**src/source/mem_op_pkg.sv**
```systemverilog
package mem_op_pkg;

    localparam int ADDR_W = 12;
    localparam int MEM_WORDS = 1024;

    // Loads first, stores after SB
    typedef enum logic [3:0] {
        LB, LBU, LH, LHU, LW, LWL, LWR,
        SB, SH, SW, SWL, SWR
    } mem_op_t;

    // Bus access size, TRI only comes out of SWL and SWR
    typedef enum logic [1:0] {
        SZ_BYTE = 2'b00,
        SZ_HALF = 2'b01,
        SZ_WORD = 2'b10,
        SZ_TRI  = 2'b11
    } acc_size_t;

    typedef enum logic [1:0] {
        UNAL_NONE  = 2'b00,
        UNAL_LEFT  = 2'b01,
        UNAL_RIGHT = 2'b10
    } unal_mode_t;

    typedef struct packed {
        mem_op_t           op;
        logic [ADDR_W-1:0] addr;
        // Store source register
        logic [31:0]       wdata;
        // Destination register before the load, for LWL and LWR
        logic [31:0]       old;
    } mem_req_t;

endpackage

```
**src/source/load_merge.sv**
```systemverilog
module load_merge (
    input  mem_op_pkg::mem_op_t op,
    input  logic [1:0]          offset,
    input  logic [31:0]         rdata_word,
    input  logic [31:0]         old,
    output logic [31:0]         load_result
);
    import mem_op_pkg::*;

    logic [4:0]  shift_dn;
    logic [4:0]  shift_up;
    logic [7:0]  lane_byte;
    logic [15:0] lane_half;
    logic [31:0] left_mask;
    logic [31:0] right_mask;
    logic [31:0] left_word;
    logic [31:0] right_word;

    // 8 times offset, and 8 times (3 - offset)
    assign shift_dn = {offset, 3'b000};
    assign shift_up = {~offset, 3'b000};

    assign lane_byte = 8'(rdata_word >> shift_dn);
    assign lane_half = offset[1] ? rdata_word[31:16] : rdata_word[15:0];

    // Lanes taken from memory, the rest come from old
    assign left_mask = 32'hffff_ffff << shift_up;
    assign right_mask = 32'hffff_ffff >> shift_dn;

    assign left_word = rdata_word << shift_up;
    assign right_word = rdata_word >> shift_dn;

    always_comb
    begin
        case (op)
            LB:
                load_result = {{24{lane_byte[7]}}, lane_byte};
            LBU:
                load_result = {24'b0, lane_byte};
            LH:
                load_result = {{16{lane_half[15]}}, lane_half};
            LHU:
                load_result = {16'b0, lane_half};
            LWL:
                load_result = (left_word & left_mask) | (old & ~left_mask);
            LWR:
                load_result = (right_word & right_mask) | (old & ~right_mask);
            // LW, and don't care for stores
            default:
                load_result = rdata_word;
        endcase
    end

endmodule

```
**config.mk**
```make
export PLATFORM = sky130hd
export DESIGN_NAME = load_merge
export DESIGN_NICKNAME = d
export VERILOG_FILES = /design/src/source/mem_op_pkg.sv /design/src/source/load_merge.sv
export SDC_FILE = /design/constraint.sdc
export NUM_CORES = 1
export LEC_CHECK = 0
export ABC_CLOCK_PERIOD_IN_PS = 2300
export BUFFER_PORTS_ARGS = -buffer_cell sky130_fd_sc_hd__buf_2
export CORE_ASPECT_RATIO = 1.1
export CORE_MARGIN = 2
export CORE_UTILIZATION = 53
export DETAILED_ROUTE_END_ITERATION = 8
export GPL_TIMING_DRIVEN = 1
export PLACE_DENSITY = 0.95
export SYNTH_ARGS = -nofsm -noshare
export SYNTH_HDL_FRONTEND = slang
export SYNTH_SLANG_ARGS = --single-unit
export TNS_END_PERCENT = 1
```
**constraint.sdc**
```tcl
create_clock -name vclk -period 2.3
set_input_delay 0 -clock vclk [all_inputs]
set_output_delay 0 -clock vclk [all_outputs]
set_load 0.02 [all_outputs]
```
==> results.py <==
metrics = {
    "run_status": {
        "status": "complete, no violations",
    },
    "sta": {
        "final.min_clock_period_ns": 1.84,
        "slew_viol_final": 0,
        "setup_viol": 0,
        "timing.final.crit_share_pct": 79.9,
        "tightestPinTransition_ns": 1.06,
        "hold_viol_final": 0,
        "rsz0062_at_grt": "no",
        "tns_ns": 0,
        "whs_ns": 0.389,
        "max_slew_margin_pct": 29.4,
        "fmax_ghz": 0.544,
    },
    "final_layout": {
        "fin_area_mm2": 0.00249,
        "seq_cells": 0,
        "n_antenna_cell": 0,
        "layout-drive-gt1-share_pct": 48.0,
        "n_clock_buffer": 0,
        "area_growth_pct": 20.3,
        "nets": 395,
        "fin_cells": 373,
        "ff_latch_area_um2": 0,
    },
    "placed_design": {
        "place_area_mm2": 0.00249,
        "globalplace.congestion": 0.893,
        "dp_cells": 373,
        "post-dp-hpwl_um": 4850,
        "port_buffers": 102,
    },
    "power_and_ir_drop": {
        "powerDensity_mw_per_mm2": 254,
        "peakVddDrop_mv": 0.197,
        "power.leakage_nw": 1.13,
        "total_power_mw": 0.631,
    },
    "detailed_routing": {
        "routed_wirelength_um": 6620,
        "drt_iter0_drc": 214,
        "vias": 2467,
        "vias_per_cell": 6.61,
        "wire_per_inst_um": 17.7,
        "drt_pass1_iterations": 5,
        "drcViolationCount": 0,
        "drtAntennaViolNets": 0,
    },
    "setup_path": {
        "cp_slowest_stage_delay_ns": 0.79,
        "critPathBufInv": 2,
        "required_ns": 2.30,
        "path_delay_family": "compound AO/OA/AOI/OAI gates",
        "cp_num_cells": 6,
        "critPathArrivalTime_ns": 1.84,
        "endpoint": "load_result[20]",
        "cp-end-kind": "output port",
        "critPathLaunchType": "input pin",
        "crit_fanout": 16,
        "cp_slowest_cell": "a21oi_2",
        "cpMostUsedCell": "buf_2",
        "criticalPathCategory": "input pin to output port",
        "setup.worst_path.start": "offset[0]",
        "path_cells": "buf_2, mux2i_1, a221oi_2, a21oi_2, a21oi_1, buf_2",
    },
    "die": {
        "start_util_pct": 56.1,
        "row_count": 23,
        "dieArea_mm2": 0.00442,
        "coreArea_mm2": 0.00368,
        "dieWidth_um": 63.5,
        "die_y_um": 69.5,
        "design.portCount": 102,
    },
    "clock_tree": {
        "hold_buffers": 0,
        "post_cts_buffers": 0,
        "cts_resized": 0,
    },
    "yosys": {
        "yosys_warnings": 0,
        "synth.avg_cell_area_um2": 8.61,
        "synth_area_leaders": "mux2i_1 (23%), mux4_2 (17%), a21oi_2 (5.5%), a22oi_1 (5.4%), mux2_2 (4.9%)",
        "synth_top_area_cell": "mux2i_1",
        "ys_seq_area_share_pct": 0,
        "synth_cells": 240,
        "syn-num-nets": 310,
        "ys_top_cells_by_count": "mux2i_1 (47), nor2_1 (25), nand2_1 (18), mux4_2 (16), a22oi_1 (15)",
        "netlist_area_mm2": 0.00207,
        "netlist.area_leader.share_pct": 22.8,
        "synth.most_common_cell": "mux2i_1",
        "ys_types": 35,
    },
    "global_routing": {
        "grt_pass1_wl_um": 10500,
        "grt.overflow.total": 0,
        "grt_pass1_vias": 2338,
        "grt_max_degree": 38,
        "grtUsageTotal_pct": 28.3,
        "antenna_found_initial": 0,
    },
    "min_path": {
        "hp-class": "input pin to output port",
    },
    "flow_run": {
        "drv_cap": 0,
    },
}
==> cell usage in the layout, fill, tap and decap left out, drive strengths merged <==
| cell | n |
|---|---|
| xnor2 | 1 |
| or2 | 2 |
| buf | 108 |
| or3 | 1 |
| o211ai | 8 |
| and4bb | 1 |
| a22oi | 15 |
| o21ba | 1 |
| a31oi | 9 |
| mux2 | 9 |
| a221o | 7 |
| nand2 | 19 |
| a2bb2oi | 9 |
| mux2i | 47 |
| o22ai | 8 |
| o21ai | 9 |
| a221oi | 1 |
| a21o | 1 |
| a21oi | 19 |
| nor2 | 26 |
| mux4 | 16 |
| nor3 | 2 |
| nand3b | 1 |
| nor2b | 1 |
| nor3b | 1 |
| a211o | 1 |
==> layer usage <==
metal / global-route usage, % / wire, um / up-vias
li1: - / - / 1135
met3: 2.11 / 500 / 10
met5: 0 / 0 / -
met4: 8.45 / 88 / 0
met2: 50.4 / 3370 / 129
met1: 35.9 / 2660 / 1193
==> report_power, final <==
part | leakage, nW | switching (mW) | total (mW) | internal (mW)
sequential | 0 | 0 | 0 | 0
combinational | 1.13 | 0.363 | 0.631 | 0.268
clock | 0 | 0 | 0 | 0
total | 1.13 | 0.363 | 0.631 | 0.268
==> worst min-delay path by stage <==
stage	from	endpoint	slack, ns	cells after the start
detailed placement	rdata_word[7]	load_result[7]	0.39	3
CTS	rdata_word[7]	load_result[7]	0.39	3
finish	rdata_word[7]	load_result[7]	0.39	3
global placement	rdata_word[7]	load_result[7]	0.38	3
global route	rdata_word[7]	load_result[7]	0.41	3
floorplan	rdata_word[10]	load_result[10]	0.18	2
==> area by class of cell <==
class | count | area (um^2)
multi-input cells | 215 | 1870
well taps | 50 | 62.6
fillers | 355 | 1200
repair buffers | 108 | 558
==> logic make-up after synthesis <==
logic type	after synthesis	share of synthesized area, %
compound gates	88	32.1
xor+xnor	1	0.424
buf+inv	25	9.75
mux	72	45.1
simple gates	54	12.6
==> stage by stage <==
stage	util, %	setup WS, ns
4_1_cts	67.5	0.491
5_1_grt	67.5	0.246
6_report	67.5	0.462
2_1_floorplan	-	1.08
3_3_place_gp	67.5	0.577
3_5_place_dp	67.5	0.485
No activity file was read; power rests on OpenSTA's default activity.
