==> src/source/mem_op_pkg.sv <==
package mem_op_pkg;

    localparam int ADDR_W = 12;
    localparam int MEM_WORDS = 1024;

    // Loads first, stores after SB
    typedef enum logic [3:0] {
        LB, LBU, LH, LHU, LW, LWL, LWR,
        SB, SH, SW, SWL, SWR
    } mem_op_t;

    // Bus access size, TRI only comes out of SWL and SWR
    typedef enum logic [1:0] {
        SZ_BYTE = 2'b00,
        SZ_HALF = 2'b01,
        SZ_WORD = 2'b10,
        SZ_TRI  = 2'b11
    } acc_size_t;

    typedef enum logic [1:0] {
        UNAL_NONE  = 2'b00,
        UNAL_LEFT  = 2'b01,
        UNAL_RIGHT = 2'b10
    } unal_mode_t;

    typedef struct packed {
        mem_op_t           op;
        logic [ADDR_W-1:0] addr;
        // Store source register
        logic [31:0]       wdata;
        // Destination register before the load, for LWL and LWR
        logic [31:0]       old;
    } mem_req_t;

endpackage

==> src/source/wb_pkg.sv <==
package wb_pkg;

    // Master to slave, classic cycle
    typedef struct packed {
        logic                          cyc;
        logic                          stb;
        logic                          we;
        // Word address
        logic [mem_op_pkg::ADDR_W-3:0] adr;
        logic [3:0]                    sel;
        logic [31:0]                   dat;
    } wb_m2s_t;

    // Slave to master
    typedef struct packed {
        logic        ack;
        logic [31:0] dat;
    } wb_s2m_t;

endpackage

==> src/source/wb_data_master.sv <==
module wb_data_master (
    input  logic                   clk,
    input  logic                   reset,
    input  logic                   req_valid,
    input  mem_op_pkg::mem_req_t   req,
    output logic                   busy,
    output logic                   done,
    output logic [31:0]            rdata,
    output mem_op_pkg::unal_mode_t store_mode,
    output mem_op_pkg::unal_mode_t load_mode,
    output mem_op_pkg::acc_size_t  size,
    output logic [1:0]             offset,
    output logic [31:0]            wdata,
    output logic [31:0]            old,
    output mem_op_pkg::mem_op_t    op,
    input  logic [31:0]            aligned,
    input  mem_op_pkg::acc_size_t  real_size,
    input  logic [1:0]             real_offset,
    input  logic [31:0]            load_result,
    output wb_pkg::wb_m2s_t        wb_out,
    input  wb_pkg::wb_s2m_t        wb_in
);
    import mem_op_pkg::*;

    typedef enum logic [1:0] {IDLE, BUS, DONE} state_t;

    state_t     state;
    mem_req_t   req_q;
    logic       cyc;
    logic       is_store;
    logic       acked;
    logic [3:0] lane_mask;
    logic [3:0] sel;

    assign acked = cyc && wb_in.ack;

    always_ff @(posedge clk)
    begin
        if (reset)
        begin
            state <= IDLE;
            cyc <= 1'b0;
        end
        else
        begin
            case (state)
                IDLE:
                    if (req_valid)
                        state <= BUS;
                BUS:
                    if (acked)
                    begin
                        cyc <= 1'b0;
                        state <= DONE;
                    end
                    else
                        cyc <= 1'b1;
                default:
                    state <= IDLE;
            endcase
        end
    end

    always_ff @(posedge clk)
    begin
        if (state == IDLE && req_valid)
            req_q <= req;
        // rdata keeps its value across stores
        if (state == BUS && acked && !is_store)
            rdata <= load_result;
    end

    always_comb
    begin
        size = SZ_WORD;
        store_mode = UNAL_NONE;
        load_mode = UNAL_NONE;
        is_store = 1'b0;
        case (req_q.op)
            LB, LBU:
                size = SZ_BYTE;
            LH, LHU:
                size = SZ_HALF;
            LWL:
                load_mode = UNAL_LEFT;
            LWR:
                load_mode = UNAL_RIGHT;
            SB:
            begin
                size = SZ_BYTE;
                is_store = 1'b1;
            end
            SH:
            begin
                size = SZ_HALF;
                is_store = 1'b1;
            end
            SWL:
            begin
                store_mode = UNAL_LEFT;
                is_store = 1'b1;
            end
            SWR:
            begin
                store_mode = UNAL_RIGHT;
                is_store = 1'b1;
            end
            SW:
                is_store = 1'b1;
            default:
                size = SZ_WORD;
        endcase
    end

    always_comb
    begin
        case (real_size)
            SZ_BYTE: lane_mask = 4'b0001;
            SZ_HALF: lane_mask = 4'b0011;
            SZ_TRI:  lane_mask = 4'b0111;
            default: lane_mask = 4'b1111;
        endcase
    end

    // Reads always fetch the full word
    assign sel = is_store ? 4'(lane_mask << real_offset) : 4'b1111;

    assign op = req_q.op;
    assign offset = req_q.addr[1:0];
    assign wdata = req_q.wdata;
    assign old = req_q.old;

    assign busy = state != IDLE;
    assign done = state == DONE;

    assign wb_out = '{
        cyc: cyc,
        stb: cyc,
        we:  cyc && is_store,
        adr: req_q.addr[ADDR_W-1:2],
        sel: sel,
        dat: aligned
    };

endmodule

==> config.mk <==
export PLATFORM = sky130hd
export DESIGN_NAME = wb_data_master
export DESIGN_NICKNAME = d
export VERILOG_FILES = /design/src/source/mem_op_pkg.sv /design/src/source/wb_pkg.sv /design/src/source/wb_data_master.sv
export SDC_FILE = /design/constraint.sdc
export NUM_CORES = 1
export LEC_CHECK = 0
export BUFFER_PORTS_ARGS = -buffer_cell sky130_fd_sc_hd__buf_2
export CAP_MARGIN = 20
export CORE_AREA = 2 2 133 135
export CTS_BUF_LIST = sky130_fd_sc_hd__clkbuf_16
export DETAILED_ROUTE_END_ITERATION = 6
export DIE_AREA = 0 0 135 137
export PLACE_DENSITY = 0.62
export SYNTH_ARGS = -nofsm -noshare
export SYNTH_HDL_FRONTEND = slang
export SYNTH_SLANG_ARGS = --single-unit
export TNS_END_PERCENT = 50
==> constraint.sdc <==
create_clock -name clk -period 6 [get_ports clk]
set_input_delay 0.6 -clock clk [delete_from_list [all_inputs] [get_ports clk]]
set_output_delay 0.6 -clock clk [all_outputs]
set_load 0.01 [all_outputs]
==> metrics <==
status finished clean; H-Tree Depth 4; Max-Cap Viols 0; initial antenna violation count 1; Synth top area share 0.852; clk slew on worst S/H paths 60 ps; VDD IR-drop max roughly 0.19 mV; Sink Count between 100 and 150; GR Util All Layers 0.106; leakage power total about 2.5 nW; Mapped Cells approximately 190; postcts setup bufs 0; register bit total from synthesis 115; Syn Nets 371; Worst Skew 8.75 ps; Area Growth Syn to Fin 46.9%; Tcrit/Tclk final 0.400; f_max roughly 420 MHz; Cell variety after synth 30; cts hold-fix bufs 0; Worst Tran Pin Value 1030 ps; Worst setup EP type output port; IO Port Bufs 246; Max-slew headroom 0.316; Iter 0 DRT Violations ~120; Synth area leader edfxtp_1; post-synthesis simple-gate area fraction 0.0406; hpwl dp approximately 7400 um; compound-gate portion of the synthesized area 0.0212; setup slack at placement approximately 3900 ps; first-pass GRT wire length 14,100 um; Die Y ~140 um; CTS tree yes; Req. time, crit path 5400 ps; Seq/Total Area, Yosys 0.867; Critical Path AT approximately 1800 ps; synth top area cells edfxtp_1, buf_4, dfxtp_1; critical path launch point type flop; DRT Wirelength 9940 um; root buffer cell clkbuf_16; EDFF count, synth 112; setup_tns 0 ps; prevailing post-synth register cell edfxtp_1; hold path depth 1; number of global-route vias before repair between 2k and 3k; max-slew violation count 0; Final Hold Fails 0; Die ar. roughly 18,000 um^2; post-DR wirelength/cell 15.1 um; via count 2,544; mapped cell area 3950 um^2; XOR/XNOR Fraction of Synth Area 0; Post-DRT Antenna Nets 0; clk_lat worst skew ~400 ps; core area approximately 17,000 um^2; Max FO, Critical Path 8; Final nets between 600 and 700; overall die width 135 um; Synth Area in Adders 0; Pwr Total 0.00207 W; worst r2r path cells 3; # IOs 343; Placer Congestion 0.719; Bufs on Longest Clock Path 2; Post-synth top cells edfxtp_1, buf_4; asr flop ratio synth 0; most frequent cell after synthesis edfxtp_1; # DRC 0; fin crit period 2400 ps; Hold Path Class primary input to flop; GR Overflow Total 0; clock buffer count from CTS 17; post-synthesis mux area share 0; largest family of logic cells by synthesized area buffers and inverters; layout cells sized above 1 0.659; unrepaired setup endpoints after global routing false; yosys warns 0; 1st-pass router iterations 4; initial core utilization 0.231; final worst slack between 3000 and 4000 ps; largest net degree at the start of global routing 81; Crit Path Class flop to output port; Site Rows 48; Final setup viols 0; Post-CTS Resized 0; Power Density 357 nW/um^2; Avg Cell Area, Syn 21.1 um^2; via density per instance 3.87
worst max-delay path: stages, from the launching register on:
cell and delay (ps):
edfxtp_1 470, nor2b_1 560, and3_1 240, buf_2 130
worst paths after layout:
kind / start / end / slack, ps
hold reg to reg: state[1] / state[0] / 490
setup / recovery: op[2] / store_mode[1] / 3600
setup reg to reg: state[1] / wdata[13] / 4050
hold / removal: req[9] / old[9] / 370
layout by cell type (no fill, tap or decap), types with 2 or more instances in the layout:
cell type	n
inv_6	6
and4bb_2	2
nor2b_1	3
nor2_1	2
o21a_1	2
clkbuf_16	17
bufinv_16	2
clkinv_2	2
edfxtp_1	112
buf_4	2
buf_2	246
inv_1	4
and3_1	2
nand2b_1	2
dfxtp_1	3
clkinvlp_4	2
o22ai_1	3
power breakdown:
part,internal (W),leakage (nW),switching (W)
sequential,0.000929,1.08,0.0000125
combinational,0.0000597,1.09,0.0000728
clock,0.000615,0.288,0.000378
total,0.00160,2.46,0.000464
flip-flops by register name (all words and copies together) (netlist names):
register and flops:
old 32, rdata 32, wdata 32, wb_out 10, op 4, offset 2, state 2, cyc 1
final cells by class:
class	count	area, um^2
antenna	1	2.50
sequential	115	3420
timing repair buffer	248	1250
clock inverter	15	154
tap	225	282
multi-input combinational	34	258
fill	1683	11300
inverter	2	7.51
clock buffer	17	425
kinds of logic (layout without fill, tap and decap cells):
family,count (synthesis),count (layout)
DFF,115,115
and+or+nand+nor,23,23
other,0,1
buffers and inverters,38,282
AOI/OAI and AO/OA,11,11
metrics by stage:
stage	hold WS, ps	cells	instance area (um^2)	utilization
3_3_place_gp	463	624	5220	0.306
3_5_place_dp	485	624	5220	0.306
5_1_grt	338	657	5800	0.340
4_1_cts	341	656	5800	0.340
2_1_floorplan	440	187	3950	-
6_report	368	657	5800	0.340
layer usage:
metal	GRT usage	part of all wire	wire, um
met5	0	0	0
met4	0.0590	0.023	226
met3	0.0656	0.14	1360
met2	0.176	0.48	4780
met1	0.100	0.36	3560
(Power assumes the default switching activity.)
